### config.mk
export PLATFORM = sky130hd
export DESIGN_NAME = alut_top
export DESIGN_NICKNAME = d
export VERILOG_FILES = /design/src/alut_reg_pkg.sv /design/src/alut_table_pkg.sv /design/src/alut_addr_check.sv /design/src/alut_age_check.sv /design/src/alut_reg_bank.sv /design/src/alut_table.sv /design/src/alut_timebase.sv /design/src/alut_top.sv
export SDC_FILE = /design/constraint.sdc
export NUM_CORES = 2
export LEC_CHECK = 0
export ABC_AREA = 1
export BUFFER_PORTS_ARGS = -buffer_cell sky130_fd_sc_hd__buf_4
export CORE_ASPECT_RATIO = 0.9
export CORE_MARGIN = 4
export CORE_UTILIZATION = 68
export CTS_CLUSTER_SIZE = 20
export DETAILED_ROUTE_END_ITERATION = 8
export PLACE_DENSITY = 0.85
export SETUP_SLACK_MARGIN = 0.1
export SYNTH_ARGS = -nofsm -noshare
export SYNTH_HDL_FRONTEND = slang
export SYNTH_SLANG_ARGS = --single-unit
export TNS_END_PERCENT = 30
### constraint.sdc
create_clock -name pclk3 -period 8 [get_ports pclk3]
set_clock_uncertainty 0.05 [all_clocks]
set_input_delay 0.4 -clock pclk3 [delete_from_list [all_inputs] [get_ports pclk3]]
set_output_delay 0.4 -clock pclk3 [all_outputs]
set_load 0.005 [all_outputs]
### src/alut_reg_pkg.sv
// register view of the ALUT, seen from the APB side
// byte offsets only, paddr[1:0] are expected to be 0
// command values above CMD_CHECK are accepted but start nothing

package alut_reg_pkg;

   typedef logic [6:0]  apb_addr_t;   // 7-bit byte address
   typedef logic [31:0] apb_data_t;

   // ------------------------------------------------------------------
   // register map
   // ------------------------------------------------------------------
   localparam apb_addr_t AL_FRM_D_ADDR_L   = 7'h00;
   localparam apb_addr_t AL_FRM_D_ADDR_U   = 7'h04;   // 16 bits used
   localparam apb_addr_t AL_FRM_S_ADDR_L   = 7'h08;
   localparam apb_addr_t AL_FRM_S_ADDR_U   = 7'h0C;   // 16 bits used
   localparam apb_addr_t AL_S_PORT         = 7'h10;
   localparam apb_addr_t AL_D_PORT         = 7'h14;   // read only
   localparam apb_addr_t AL_MAC_ADDR_L     = 7'h18;
   localparam apb_addr_t AL_MAC_ADDR_U     = 7'h1C;
   localparam apb_addr_t AL_CUR_TIME       = 7'h20;   // read only
   localparam apb_addr_t AL_BB_AGE         = 7'h24;
   localparam apb_addr_t AL_DIV_CLK        = 7'h28;
   localparam apb_addr_t AL_STATUS         = 7'h2C;   // read only
   localparam apb_addr_t AL_LST_INV_ADDR_L = 7'h30;
   localparam apb_addr_t AL_LST_INV_ADDR_U = 7'h34;
   localparam apb_addr_t AL_LST_INV_PORT   = 7'h38;
   localparam apb_addr_t AL_COMMAND        = 7'h3C;   // write only, reads 0

   // one-cycle command pulse to the checkers
   typedef enum logic [1:0] {
      CMD_NONE  = 2'd0,
      CMD_AGE   = 2'd1,    // invalidate aged entries
      CMD_CHECK = 2'd2     // look up d_addr, learn s_addr
   } alut_cmd_t;

   // configuration as the checkers see it
   typedef struct packed {
      logic [47:0] mac_addr;      // switch's own address
      logic [47:0] d_addr;        // frame destination
      logic [47:0] s_addr;        // frame source
      logic [1:0]  s_port;
      logic [31:0] best_bfr_age;
      logic [7:0]  div_clk;
   } alut_cfg_t;

   // AL_STATUS layout
   localparam int STATUS_BUSY_BIT   = 0;
   localparam int STATUS_AGING_BIT  = 1;
   localparam int STATUS_REUSED_BIT = 2;

endpackage

### src/alut_table_pkg.sv
// table side types of the ALUT
// depth must stay a power of two, the round-robin pointer wraps freely

package alut_table_pkg;

   localparam int ALUT_DEPTH = 8;
   localparam int HOST_BIT   = 4;    // d_port bit for "to host"

   typedef logic [47:0] mac_addr_t;
   typedef logic [1:0]  alut_port_t;
   typedef logic [4:0]  alut_port_mask_t;   // [3:0] ports, [4] host
   typedef logic [31:0] alut_time_t;
   typedef logic [$clog2(ALUT_DEPTH)-1:0] alut_idx_t;

   typedef struct packed {
      logic       valid;
      mac_addr_t  mac;
      alut_port_t port;
      alut_time_t stamp;     // time of last learn
   } alut_entry_t;

   // eviction or aging, strobe is a single cycle
   typedef struct packed {
      logic       strobe;
      mac_addr_t  addr;
      alut_port_t port;
   } alut_inv_evt_t;

   // one read and one write request per cycle
   typedef struct packed {
      alut_idx_t   rd_idx;
      logic        wr_en;
      alut_idx_t   wr_idx;
      alut_entry_t wr_entry;
   } alut_tbl_req_t;

endpackage

### src/alut_addr_check.sv
// address checker, one lookup and one learn per CMD_CHECK
// table read has one cycle of latency, so the scan takes ALUT_DEPTH+2 cycles
// d_addr, s_addr and s_port must hold while the scan runs
// d_port holds its value until the next check ends
`timescale 1ns/1ns

module alut_addr_check
   import alut_reg_pkg::*, alut_table_pkg::*;
(
   input  logic            pclk3,
   input  logic            n_p_reset3,
   input  alut_cmd_t       command,
   input  alut_cfg_t       cfg,
   input  alut_time_t      curr_time,
   input  alut_entry_t     rd_entry,
   output alut_tbl_req_t   tbl_req,
   output logic            add_check_active,
   output alut_port_mask_t d_port,
   output alut_inv_evt_t   evt_nrm
);

   localparam int LAST_CNT = ALUT_DEPTH + 1;   // the write cycle

   logic [$clog2(ALUT_DEPTH+2)-1:0] cnt;
   logic            eval_vld;      // rd_entry belongs to this scan
   alut_idx_t       eval_idx;      // index of rd_entry
   logic            write_cyc;
   logic            evict;
   alut_idx_t       learn_idx;
   logic            dst_hit;
   alut_port_t      dst_port;
   logic            src_hit;
   alut_idx_t       src_idx;
   logic            free_found;
   alut_idx_t       free_idx;
   alut_idx_t       rr_ptr;        // next victim
   mac_addr_t       victim_mac;
   alut_port_t      victim_port;
   alut_port_mask_t next_d_port;

   assign eval_vld  = add_check_active && (cnt != 0) && (cnt != LAST_CNT);
   assign eval_idx  = alut_idx_t'(cnt - 1);
   assign write_cyc = add_check_active && (cnt == LAST_CNT);
   assign evict     = !src_hit && !free_found;
   assign learn_idx = src_hit ? src_idx : (free_found ? free_idx : rr_ptr);

   always_comb
   begin
      tbl_req.rd_idx         = alut_idx_t'(cnt);   // wraps harmlessly at the end
      tbl_req.wr_en          = write_cyc;
      tbl_req.wr_idx         = learn_idx;
      tbl_req.wr_entry.valid = 1'b1;
      tbl_req.wr_entry.mac   = cfg.s_addr;
      tbl_req.wr_entry.port  = cfg.s_port;
      tbl_req.wr_entry.stamp = curr_time;
   end

   // host beats a table hit, a miss floods all but the source port
   always_comb
   begin
      next_d_port = '0;
      if (cfg.d_addr == cfg.mac_addr)
         next_d_port[HOST_BIT] = 1'b1;
      else if (dst_hit)
         next_d_port[dst_port] = 1'b1;
      else
      begin
         next_d_port[3:0]        = 4'hf;
         next_d_port[cfg.s_port] = 1'b0;
      end
   end

   // ------------------------------------------------------------------
   // scan control
   // ------------------------------------------------------------------
   always_ff @(posedge pclk3 or negedge n_p_reset3)
   begin
      if (!n_p_reset3)
      begin
         add_check_active <= 1'b0;
         cnt              <= '0;
         rr_ptr           <= '0;
         d_port           <= '0;
         evt_nrm          <= '0;
      end
      else
      begin
         evt_nrm.strobe <= 1'b0;
         if (!add_check_active)
            add_check_active <= (command == CMD_CHECK);
         else if (write_cyc)
         begin
            add_check_active <= 1'b0;
            cnt              <= '0;
            d_port           <= next_d_port;
            if (evict)                     // table full, overwrite victim
            begin
               rr_ptr         <= rr_ptr + 1'b1;
               evt_nrm.strobe <= 1'b1;
               evt_nrm.addr   <= victim_mac;
               evt_nrm.port   <= victim_port;
            end
         end
         else
            cnt <= cnt + 1'b1;
      end
   end

   // ------------------------------------------------------------------
   // scan results, cleared as a check starts
   // ------------------------------------------------------------------
   always_ff @(posedge pclk3 or negedge n_p_reset3)
   begin
      if (!n_p_reset3)
      begin
         dst_hit     <= 1'b0;
         dst_port    <= '0;
         src_hit     <= 1'b0;
         src_idx     <= '0;
         free_found  <= 1'b0;
         free_idx    <= '0;
         victim_mac  <= '0;
         victim_port <= '0;
      end
      else if (!add_check_active && (command == CMD_CHECK))
      begin
         dst_hit    <= 1'b0;
         src_hit    <= 1'b0;
         free_found <= 1'b0;
      end
      else if (eval_vld)
      begin
         if (rd_entry.valid && (rd_entry.mac == cfg.d_addr))
         begin
            dst_hit  <= 1'b1;
            dst_port <= rd_entry.port;
         end
         if (rd_entry.valid && (rd_entry.mac == cfg.s_addr))
         begin
            src_hit <= 1'b1;      // refresh in place
            src_idx <= eval_idx;
         end
         if (!rd_entry.valid && !free_found)
         begin
            free_found <= 1'b1;   // first free slot only
            free_idx   <= eval_idx;
         end
         if (eval_idx == rr_ptr)
         begin
            victim_mac  <= rd_entry.mac;
            victim_port <= rd_entry.port;
         end
      end
   end

endmodule

### src/alut_age_check.sv
// age checker, one pass over the table per CMD_AGE
// entry k is read in scan cycle k and cleared in cycle k+1
// age is computed modulo 2^32, so a wrapped time still ages correctly
`timescale 1ns/1ns

module alut_age_check
   import alut_reg_pkg::*, alut_table_pkg::*;
(
   input  logic          pclk3,
   input  logic          n_p_reset3,
   input  alut_cmd_t     command,
   input  alut_time_t    best_bfr_age,
   input  alut_time_t    curr_time,
   input  alut_entry_t   rd_entry,
   output alut_tbl_req_t tbl_req,
   output logic          age_check_active,
   output alut_inv_evt_t evt_age
);

   localparam int LAST_CNT = ALUT_DEPTH;   // last entry comes back here

   logic [$clog2(ALUT_DEPTH+1)-1:0] cnt;
   alut_time_t age;
   logic       stale;                      // clear rd_entry this cycle

   assign age   = curr_time - rd_entry.stamp;
   assign stale = age_check_active && (cnt != 0) && rd_entry.valid &&
                  (age > best_bfr_age);

   // write back the entry just read, with valid dropped
   always_comb
   begin
      tbl_req.rd_idx         = alut_idx_t'(cnt);
      tbl_req.wr_en          = stale;
      tbl_req.wr_idx         = alut_idx_t'(cnt - 1);
      tbl_req.wr_entry       = rd_entry;
      tbl_req.wr_entry.valid = 1'b0;
   end

   // ------------------------------------------------------------------
   // walk control and event
   // ------------------------------------------------------------------
   always_ff @(posedge pclk3 or negedge n_p_reset3)
   begin
      if (!n_p_reset3)
      begin
         age_check_active <= 1'b0;
         cnt              <= '0;
         evt_age          <= '0;
      end
      else
      begin
         evt_age.strobe <= stale;          // one per cleared entry
         if (stale)
         begin
            evt_age.addr <= rd_entry.mac;
            evt_age.port <= rd_entry.port;
         end
         if (!age_check_active)
            age_check_active <= (command == CMD_AGE);
         else if (cnt == LAST_CNT)
         begin
            age_check_active <= 1'b0;
            cnt              <= '0;
         end
         else
            cnt <= cnt + 1'b1;
      end
   end

endmodule

### src/alut_reg_bank.sv
// APB register bank of the ALUT, no wait states and no error response
// prdata is loaded in the setup phase and is zero outside the access phase
// frame registers should not be written while a check is busy
// a command write while busy is dropped, software polls AL_STATUS
`timescale 1ns/1ns

module alut_reg_bank
   import alut_reg_pkg::*, alut_table_pkg::*;
(
   input  logic            pclk3,
   input  logic            n_p_reset3,
   input  logic            psel,
   input  logic            penable,
   input  logic            pwrite,
   input  apb_addr_t       paddr,
   input  apb_data_t       pwdata,
   input  alut_time_t      curr_time,
   input  logic            add_check_active,
   input  logic            age_check_active,
   input  alut_port_mask_t d_port,
   input  alut_inv_evt_t   evt_nrm,
   input  alut_inv_evt_t   evt_age,
   output alut_cfg_t       cfg,
   output alut_cmd_t       command,
   output apb_data_t       prdata
);

   logic        read_en;       // setup phase of a read
   logic        write_en;      // access phase of a write
   logic        busy;
   logic        clear_reused;
   logic        reused;        // sticky, set by eviction
   logic [31:0] d_addr_l;
   logic [15:0] d_addr_u;
   logic [31:0] s_addr_l;
   logic [15:0] s_addr_u;
   logic [1:0]  s_port;
   logic [31:0] mac_addr_l;
   logic [15:0] mac_addr_u;
   logic [31:0] bb_age;
   logic [7:0]  div_clk;
   logic [31:0] lst_inv_addr_l;
   logic [15:0] lst_inv_addr_u;
   logic [1:0]  lst_inv_port;
   apb_data_t   status;

   assign read_en      = psel & ~penable & ~pwrite;
   assign write_en     = psel & penable & pwrite;
   assign busy         = add_check_active | age_check_active;
   assign clear_reused = read_en & (paddr == AL_STATUS) & ~busy;

   always_comb
   begin
      cfg.mac_addr     = {mac_addr_u, mac_addr_l};
      cfg.d_addr       = {d_addr_u, d_addr_l};
      cfg.s_addr       = {s_addr_u, s_addr_l};
      cfg.s_port       = s_port;
      cfg.best_bfr_age = bb_age;
      cfg.div_clk      = div_clk;
   end

   always_comb
   begin
      status                    = '0;
      status[STATUS_BUSY_BIT]   = busy;
      status[STATUS_AGING_BIT]  = age_check_active;
      status[STATUS_REUSED_BIT] = reused;
   end

   // ------------------------------------------------------------------
   // read mux
   // ------------------------------------------------------------------
   always_ff @(posedge pclk3 or negedge n_p_reset3)
   begin
      if (!n_p_reset3)
         prdata <= '0;
      else if (read_en)
      begin
         case (paddr)
            AL_FRM_D_ADDR_L   : prdata <= d_addr_l;
            AL_FRM_D_ADDR_U   : prdata <= {16'd0, d_addr_u};
            AL_FRM_S_ADDR_L   : prdata <= s_addr_l;
            AL_FRM_S_ADDR_U   : prdata <= {16'd0, s_addr_u};
            AL_S_PORT         : prdata <= {30'd0, s_port};
            AL_D_PORT         : prdata <= {27'd0, d_port};
            AL_MAC_ADDR_L     : prdata <= mac_addr_l;
            AL_MAC_ADDR_U     : prdata <= {16'd0, mac_addr_u};
            AL_CUR_TIME       : prdata <= curr_time;
            AL_BB_AGE         : prdata <= bb_age;
            AL_DIV_CLK        : prdata <= {24'd0, div_clk};
            AL_STATUS         : prdata <= status;
            AL_LST_INV_ADDR_L : prdata <= lst_inv_addr_l;
            AL_LST_INV_ADDR_U : prdata <= {16'd0, lst_inv_addr_u};
            AL_LST_INV_PORT   : prdata <= {30'd0, lst_inv_port};
            default           : prdata <= '0;   // command and holes
         endcase
      end
      else
         prdata <= '0;   // only valid in the access phase
   end

   // ------------------------------------------------------------------
   // writable registers
   // ------------------------------------------------------------------
   always_ff @(posedge pclk3 or negedge n_p_reset3)
   begin
      if (!n_p_reset3)
      begin
         d_addr_l   <= '0;
         d_addr_u   <= '0;
         s_addr_l   <= '0;
         s_addr_u   <= '0;
         s_port     <= '0;
         mac_addr_l <= '0;
         mac_addr_u <= '0;
         bb_age     <= '1;     // nothing ages by default
         div_clk    <= '0;
      end
      else if (write_en)
      begin
         case (paddr)
            AL_FRM_D_ADDR_L : d_addr_l   <= pwdata;
            AL_FRM_D_ADDR_U : d_addr_u   <= pwdata[15:0];
            AL_FRM_S_ADDR_L : s_addr_l   <= pwdata;
            AL_FRM_S_ADDR_U : s_addr_u   <= pwdata[15:0];
            AL_S_PORT       : s_port     <= pwdata[1:0];
            AL_MAC_ADDR_L   : mac_addr_l <= pwdata;
            AL_MAC_ADDR_U   : mac_addr_u <= pwdata[15:0];
            AL_BB_AGE       : bb_age     <= pwdata;
            AL_DIV_CLK      : div_clk    <= pwdata[7:0];
            default         : ;
         endcase
      end
   end

   // command, cleared on the cycle after it is set
   always_ff @(posedge pclk3 or negedge n_p_reset3)
   begin
      if (!n_p_reset3)
         command <= CMD_NONE;
      else if (command != CMD_NONE)
         command <= CMD_NONE;
      else if (write_en && (paddr == AL_COMMAND) && !busy)
         command <= alut_cmd_t'(pwdata[1:0]);
   end

   // eviction wins over clear when both land together
   always_ff @(posedge pclk3 or negedge n_p_reset3)
   begin
      if (!n_p_reset3)
         reused <= 1'b0;
      else if (evt_nrm.strobe)
         reused <= 1'b1;
      else if (clear_reused)
         reused <= 1'b0;
   end

   // ------------------------------------------------------------------
   // last invalidated address and port
   // ------------------------------------------------------------------
   always_ff @(posedge pclk3 or negedge n_p_reset3)
   begin
      if (!n_p_reset3)
      begin
         lst_inv_addr_l <= '0;
         lst_inv_addr_u <= '0;
         lst_inv_port   <= '0;
      end
      else if (evt_nrm.strobe)          // eviction by the address checker
      begin
         lst_inv_addr_l <= evt_nrm.addr[31:0];
         lst_inv_addr_u <= evt_nrm.addr[47:32];
         lst_inv_port   <= evt_nrm.port;
      end
      else if (evt_age.strobe)          // aged out
      begin
         lst_inv_addr_l <= evt_age.addr[31:0];
         lst_inv_addr_u <= evt_age.addr[47:32];
         lst_inv_port   <= evt_age.port;
      end
   end

   // a transfer keeps its direction and address from setup into access
   a_no_rd_wr : assert property (@(posedge pclk3) disable iff (!n_p_reset3)
      (psel && penable) |-> ($stable(pwrite) && $stable(paddr)));

   // a valid command lasts one cycle and starts its checker
   a_cmd_pulse : assert property (@(posedge pclk3) disable iff (!n_p_reset3)
      ((command == CMD_CHECK) || (command == CMD_AGE)) |=>
      ((command == CMD_NONE) && busy));

   // the two checkers share one table port
   a_one_busy : assert property (@(posedge pclk3) disable iff (!n_p_reset3)
      !(add_check_active && age_check_active));

endmodule

### src/alut_table.sv
// eight entry table in flops, registered read, single write port
// the request of the busy checker is taken, age checker when sel_age
`timescale 1ns/1ns

module alut_table
   import alut_table_pkg::*;
(
   input  logic          pclk3,
   input  logic          n_p_reset3,
   input  logic          sel_age,
   input  alut_tbl_req_t req_nrm,
   input  alut_tbl_req_t req_age,
   output alut_entry_t   rd_entry
);

   alut_entry_t           mem [ALUT_DEPTH];
   logic [ALUT_DEPTH-1:0] vld;            // valid bits, cleared by reset
   alut_tbl_req_t         req;

   assign req = sel_age ? req_age : req_nrm;

   always_ff @(posedge pclk3 or negedge n_p_reset3)
   begin
      if (!n_p_reset3)
         vld <= '0;
      else if (req.wr_en)
         vld[req.wr_idx] <= req.wr_entry.valid;
   end

   // payload, valid taken from vld
   always_ff @(posedge pclk3)
   begin
      if (req.wr_en)
         mem[req.wr_idx] <= req.wr_entry;
      rd_entry       <= mem[req.rd_idx];
      rd_entry.valid <= vld[req.rd_idx];
   end

   a_one_writer : assert property (@(posedge pclk3) disable iff (!n_p_reset3)
      !(req_nrm.wr_en && req_age.wr_en));

endmodule

### src/alut_timebase.sv
// time base for the ALUT entry stamps
// curr_time advances once every div_clk+1 cycles of pclk3
// a new div_clk takes effect at the next reload
`timescale 1ns/1ns

module alut_timebase
   import alut_table_pkg::*;
(
   input  logic       pclk3,
   input  logic       n_p_reset3,
   input  logic [7:0] div_clk,
   output alut_time_t curr_time,
   output logic       tick
);

   logic [7:0] pre_cnt;   // prescaler, counts down

   assign tick = (pre_cnt == '0);

   always_ff @(posedge pclk3 or negedge n_p_reset3)
   begin
      if (!n_p_reset3)
      begin
         pre_cnt   <= '0;
         curr_time <= '0;
      end
      else if (tick)
      begin
         pre_cnt   <= div_clk;             // reload
         curr_time <= curr_time + 1'b1;    // wraps after 2^32
      end
      else
         pre_cnt <= pre_cnt - 1'b1;
   end

endmodule

### src/alut_top.sv
// ALUT control slice, APB slave with no wait states
// d_port is valid once the busy bit in AL_STATUS clears
`timescale 1ns/1ns

module alut_top
   import alut_reg_pkg::*, alut_table_pkg::*;
(
   input  logic            pclk3,
   input  logic            n_p_reset3,
   input  logic            psel,
   input  logic            penable,
   input  logic            pwrite,
   input  apb_addr_t       paddr,
   input  apb_data_t       pwdata,
   output apb_data_t       prdata,
   output alut_port_mask_t d_port
);

   alut_cfg_t     cfg;
   alut_cmd_t     command;
   alut_time_t    curr_time;
   logic          add_check_active;
   logic          age_check_active;
   alut_inv_evt_t evt_nrm;
   alut_inv_evt_t evt_age;
   alut_tbl_req_t req_nrm;
   alut_tbl_req_t req_age;
   alut_entry_t   rd_entry;

   alut_reg_bank u_reg_bank (
      .pclk3            (pclk3),
      .n_p_reset3       (n_p_reset3),
      .psel             (psel),
      .penable          (penable),
      .pwrite           (pwrite),
      .paddr            (paddr),
      .pwdata           (pwdata),
      .curr_time        (curr_time),
      .add_check_active (add_check_active),
      .age_check_active (age_check_active),
      .d_port           (d_port),
      .evt_nrm          (evt_nrm),
      .evt_age          (evt_age),
      .cfg              (cfg),
      .command          (command),
      .prdata           (prdata)
   );

   // tick stays internal to the time base
   alut_timebase u_timebase (
      .pclk3      (pclk3),
      .n_p_reset3 (n_p_reset3),
      .div_clk    (cfg.div_clk),
      .curr_time  (curr_time),
      .tick       ()
   );

   alut_addr_check u_addr_check (
      .pclk3            (pclk3),
      .n_p_reset3       (n_p_reset3),
      .command          (command),
      .cfg              (cfg),
      .curr_time        (curr_time),
      .rd_entry         (rd_entry),
      .tbl_req          (req_nrm),
      .add_check_active (add_check_active),
      .d_port           (d_port),
      .evt_nrm          (evt_nrm)
   );

   alut_age_check u_age_check (
      .pclk3            (pclk3),
      .n_p_reset3       (n_p_reset3),
      .command          (command),
      .best_bfr_age     (cfg.best_bfr_age),
      .curr_time        (curr_time),
      .rd_entry         (rd_entry),
      .tbl_req          (req_age),
      .age_check_active (age_check_active),
      .evt_age          (evt_age)
   );

   alut_table u_table (
      .pclk3      (pclk3),
      .n_p_reset3 (n_p_reset3),
      .sel_age    (age_check_active),
      .req_nrm    (req_nrm),
      .req_age    (req_age),
      .rd_entry   (rd_entry)
   );

endmodule

Word level (Yosys, flattened, before mapping). Memory sizes are Yosys's and may differ from the RTL's. A register that Yosys moved wholly into a read port is not among the register bits. Index checks and enable logic that the tools add are counted.

$lt $le $gt $ge: 8. Add/subtract/negate cells: 8. Bitwise gates (word level): 12. Mux-type cells: 48. Eq/ne operators: 24. Reduce and logical (&&, ||, !) cells: 51.

Operators with widths (count): case mux 32 bit (15 select lines) (1); 2-to-1 mux 51 bit (3); == test 48 bit (3); 2-to-1 mux 32 bit (3); 2-to-1 mux 90 bit (1); == test 7 x 6 -> 1 bit, second input constant (8); adder 32 x 1 -> 32 bit, second input constant (1); > comparator 32 bit (1); 2-to-1 mux 16 bit (2); subtractor 32 bit (1); == test 7 x 5 -> 1 bit, second input constant (4); AND reduction 2 bit (13); 2-to-1 mux 1 bit (22); logical AND 1 bit (16); 2-to-1 mux 4 bit (4); nonzero test 2 bit (8); AND reduction 3 bit (5); == test 7 x 4 -> 1 bit, second input constant (2); adder 4 x 1 -> 4 bit, second input constant (2); bitwise mux 8 bit (1); == test 4 bit, second input constant (2); logical NOT 8 bit (1); less-than comparator 2 x 4 -> 1 bit, second input constant (2); less-than comparator 3 x 4 -> 1 bit, second input constant (2); 23 further kinds (43).

Memories kept: 1. Bits of input ports: 44. RAM bits: 664. Register bits after elaboration: 501.

Memories: u_table.mem (words 8, width 83, rd ports 1, clocked after memory_dff 1, write ports 1, line alut_table.sv:16) `alut_entry_t mem [ALUT_DEPTH];`.

Logic depth before layout (Yosys ltp).
Depth in word-level cells: 10. Depth in mapped cells: 26. Gate-level depth less buffers: 25.

Cells and area by module. A second synthesis with hierarchy kept.

Cells, all modules: 7384. Area, all modules: 61914.4 um2.

Modules (own cells, without submodules): alut_table (cells each 3330, area each 32398.6 um2, times used 1, seq. area each 21560.7 um2); alut_reg_bank (cells each 1528, area each 12423.2 um2, times used 1, seq. area each 6821.5 um2); alut_addr_check (cells each 1354, area each 8913.5 um2, times used 1, seq. area each 3128.0 um2); alut_age_check (cells each 860, area each 5841.9 um2, times used 1, seq. area each 1401.3 um2); alut_timebase (cells each 312, area each 2337.2 um2, times used 1, seq. area each 1001.0 um2).

Worst setup path before layout. OpenSTA, ideal clock, no wires.

Path type: reg2reg. Start: register u_timebase.curr_time[0]. End: memory u_table.mem[2][0] in the netlist's numbering (enable). Clock period less this slack: 5.325 ns. Buffers on the path: 1. Setup slack: 2.675 ns. Arrival time: 4.839 ns. Required time: 7.514 ns. Stages on the path, launching flop included: 25. Path through: dfrtp_1 -> inv_1 -> ha_1 -> inv_1 -> fa_1 -> nand3_1 -> nand2_1 -> nand3_1 -> nand3_1 -> nand2_1 -> nand2_1 -> nand3_1 -> nand2_1 -> xor2_1 -> ha_1 -> nand4_1 -> nor3_1 -> nor2b_1 -> nand2_1 -> nand2_1 -> nand2_1 -> nand2_1 -> buf_2 -> nand2_1 -> inv_1.

Cells in the longest elaborated chain, start to end: 6.

Ends and longest elaborated chain: from (decl) (line alut_timebase.sv:12) `output alut_time_t curr_time,`; from (signal assigned) (line alut_timebase.sv:30) `curr_time <= curr_time + 1'b1;`; subtractor 32 bit (line alut_age_check.sv:26) `assign age = curr_time - rd_entry.stamp;`; > comparator 32 bit (line alut_age_check.sv:28) `(age > best_bfr_age);`; logical AND 1 bit (line alut_age_check.sv:27) `assign stale = age_check_active && (cnt != 0) && rd_entry.valid &&`; 2-to-1 mux 90 bit (line alut_table.sv:20) `assign req = sel_age ? req_age : req_nrm;`; 2-to-1 mux 1 bit (line alut_table.sv:33) `if (req.wr_en)`; 2-to-1 mux 1 bit (implied by the code) (line alut_table.sv:34) `mem[req.wr_idx] <= req.wr_entry;`; to (decl) (line alut_table.sv:16).

Every way passes these cells.

Final worst setup path.
Start: register u_timebase.curr_time[5]. End: memory u_table.mem[2][50] in the netlist's numbering (enable).

Same word-level chain as after synthesis.

==> impl_metrics.json <==
{
  "status": "complete, no violations",
  "finalSetupTns_ns": 0,
  "finalMaxSlewViolations": 0,
  "firstDrtPassIters": 7,
  "synth.distinct_cells": 60,
  "cp_common_cell": "nand2_1",
  "grt_overflow_total": 0,
  "synth_mux_area_frac": 0,
  "period_share": 0.773,
  "syn_inst": 5302,
  "clk_pin_slew_ns": 0.06,
  "mostFrequentLayoutCell": "nand2_1",
  "cp-end-kind": "flip-flop",
  "cts_resized": 0,
  "hp-class": "in -> reg",
  "critPathMaxFanout": 62,
  "synth_top_family_by_area": "simple AND/OR/NAND/NOR gates",
  "share_comb_of_total_power": 0.213,
  "fp.coreArea_um2": 77800,
  "seq_power_share": 0.450,
  "dp_hpwl_mm": 116,
  "die-width_um": 303,
  "synthXorXnorAreaFrac": 0.0216,
  "synth_compound_area_frac": 0.132,
  "critical_path_buf_inv_count": 2,
  "insertion_delay_ns": 0.73,
  "start_util": 0.687,
  "rows": 97,
  "io_pins": 81,
  "irDropWorstVdd_mv": 0.237,
  "h-tree-depth": 3,
  "layout_common_cells": "nand2_1, nor2_1, o21ai_0",
  "swShare": 0.333,
  "gp_congestion": 1.05,
  "clkPwrFrac": 0.338,
  "syn2layout_area_growth_pct": 9.73,
  "crit_family": "simple AND/OR/NAND/NOR gates",
  "port_buffers": 80,
  "postPlaceCellArea_um2": 54700,
  "die_h_um": 274,
  "arrival_ns": 6.52,
  "cts_hold_buf": 2,
  "rsz0062_at_grt": "false",
  "drive_gt1_frac": 0.0775,
  "final_nets": 5422,
  "ys_seq_area_frac": 0.635,
  "routedWlPerCell_um": 27.1,
  "synth-seq-cells": 1239,
  "fmax_mhz": 162,
  "via_count": 42200,
  "clock-sinks": 1239,
  "grt_usage": 0.420,
  "syn_area_um2": 53400,
  "slew-limit-headroom": 0.0418,
  "layout_setup_ws_ns": 1.81,
  "worstMarginPinSlew_ns": 1.42,
  "synth_nets": 5418,
  "p_sw_uw": 5600,
  "crit_chain": "ha_1 -> nand2_1 -> o21ai_0 -> a21oi_1 -> o21ai_0 -> nand3_1 -> nand3_1 -> nand2_1 -> ha_1 -> nand2_1 -> nor3_1 -> nor2b_1 -> nand2_1 -> nand2_1 -> nand2_4 -> nand2_1 -> nand2_1 -> inv_4 -> buf_4",
  "hold_viol": 0,
  "viasPerCell": 6.54,
  "cap_violations": 0,
  "root_buffer": "clkbuf_16",
  "synth_enable_flop_cells": 656,
  "cts_max_path_buffers": 3,
  "synth_flop_cell": "edfxtp_1",
  "syn_avg_cell_area_um2": 10.1,
  "fillers": 5052,
  "yosys.area_share.simple": 0.145,
  "synthAdderAreaFrac": 0.0170,
  "grt_pass1_wl_mm": 256,
  "path_class": "reg -> reg",
  "drtIter0Drc": 7453,
  "yosys_warnings": 0,
  "first_global_vias": 39400,
  "grt_max_degree": 165,
  "numCtsBuffers": 115,
  "cts_tree": "built",
  "final_area_um2": 58600,
  "antenna_found_initial": 8,
  "finish.utilization": 0.754,
  "internal_power_uw": 11200,
  "leakage_uw": 0.0242,
  "ys_async_sr_fraction": 0.404,
  "crit_required_ns": 8.34,
  "ant_nets": 0,
  "slowest_stage": "inv_4",
  "min_period_ns": 6.19,
  "max_stage_delay_ns": 0.70,
  "post-cts-setup-buffers": 0,
  "drcViolationCount": 0,
  "dieArea_um2": 83100,
  "routed_wl_mm": 175,
  "place_ws_ns": 1.94,
  "power_density_nw_per_um2": 286,
  "cp-start-kind": "flip-flop",
  "setup_viol_count_final": 0
}
[registers in the layout, indices dropped and copies added (netlist names), 48 cells and up]
| signal | count |
|---|---|
| u_table.mem | 656 |
| u_table.rd_entry | 83 |
| u_addr_check.evt_nrm | 51 |
| u_age_check.evt_age | 51 |
| u_addr_check.victim_mac | 48 |
[stage by stage]
stage | total power [uW] | instances | hold slack (ns)
2_1_floorplan | 9620 | 5302 | 0.0544
3_3_place_gp | 10900 | 6225 | 0.403
3_5_place_dp | 11000 | 6225 | 0.406
4_1_cts | 16600 | 6445 | 0.00501
5_1_grt | 17300 | 6446 | 0.0204
6_report | 16800 | 6450 | 0.0212
[metal layers]
metal	share of wire	wire length [um]	GRT usage	up-vias
met5	0.00046	80	0	-
met2	0.43	74900	0.605	3297
met3	0.15	26600	0.129	507
met1	0.37	64900	0.602	20200
li1	-	-	-	18200
met4	0.048	8330	0.171	12
[power groups by stage]
stage	sequential (uW)	combinational, uW	clock [uW]
after global placement	7600	3280	0
after floorplan	7350	2260	0
final	7550	3570	5670
after global routing	7530	3830	5930
after detailed placement	7610	3360	0
after CTS	7490	3450	5640
[path summary, 6_finish.rpt]
path	start	end	slack, ns	cells past startpoint
max in group asynchronous	n_p_reset3	u_age_check.evt_age[33]	6.01	3
max	u_timebase.curr_time[5]	u_table.mem[2][50]	1.81	19
max reg2reg	u_timebase.curr_time[5]	u_table.mem[2][50]	1.81	19
min	pwdata[23]	u_reg_bank.d_addr_l[23]	0.02	3
min reg2reg	u_addr_check.evt_nrm[6]	u_addr_check.evt_nrm[6]	0.42	2
min in group asynchronous	n_p_reset3	u_addr_check.victim_mac[0]	0.31	2
[worst reg2reg max path, delay by kind of cell, from the launching register on]
family	cells	cell delay [ns]
AND/OR/NAND/NOR	12	2.36
adder cells (fa/ha/maj)	2	0.68
AO/OA/AOI/OAI	3	1.06
flip-flops	1	0.43
buffers and inverters	2	1.26
[layout make-up]
type,instances,area (um2),area share
Antenna cell,4,10.0,0.000171
Clock buffer,149,3130,0.0534
Clock inverter,69,774,0.0132
Inverter,371,1420,0.0243
Multi-Input combinational cell,3434,16900,0.289
Sequential cell,1239,33900,0.579
Tap cell,1039,1300,0.0222
Timing Repair Buffer,145,1150,0.0196
[cell families (layout without fill, tap and decap cells)]
logic type                 after synthesis  after routing
buffers and inverters                  629            734
and+or+nand+nor                       1944           1944
adders and majority gates               72             72
AOI/OAI and AO/OA                     1286           1286
DFF                                   1239           1239
xor gates and xnor gates               132            132
other                                    0              4
[synth_stat cells, types with 3 or more instances]
master | number | area share
ha_1 | 71 | 0.017
o22ai_1 | 214 | 0.025
a21oi_1 | 123 | 0.012
a31oi_1 | 86 | 0.010
clkbuf_1 | 156 | 0.011
o21ai_0 | 777 | 0.073
nor2_1 | 789 | 0.055
a21o_1 | 5 | 0.00070
nand2_1 | 921 | 0.065
nor4_1 | 13 | 0.0015
nor3_4 | 4 | 0.0012
edfxtp_1 | 656 | 0.37
nor3_1 | 82 | 0.0077
a221oi_1 | 4 | 0.00066
nand4_1 | 34 | 0.0040
xor2_1 | 95 | 0.016
dfrtp_1 | 468 | 0.22
o21bai_1 | 5 | 0.00070
buf_2 | 62 | 0.0058
a211oi_1 | 16 | 0.0022
or2_2 | 5 | 0.00059
nand2_2 | 5 | 0.00059
xnor2_1 | 37 | 0.0061
dfxtp_1 | 83 | 0.031
inv_1 | 358 | 0.025
o211ai_1 | 4 | 0.00056
buf_6 | 24 | 0.0051
o221ai_1 | 9 | 0.0015
o21a_1 | 5 | 0.00070
buf_1 | 13 | 0.00091
o21ai_1 | 14 | 0.0013
a22o_1 | 8 | 0.0013
inv_2 | 10 | 0.00070
dfstp_2 | 32 | 0.016
nand3_1 | 75 | 0.0070
a41oi_1 | 3 | 0.00049
nor2_2 | 6 | 0.00070
Note: power is estimated with default switching activity, not from simulation.
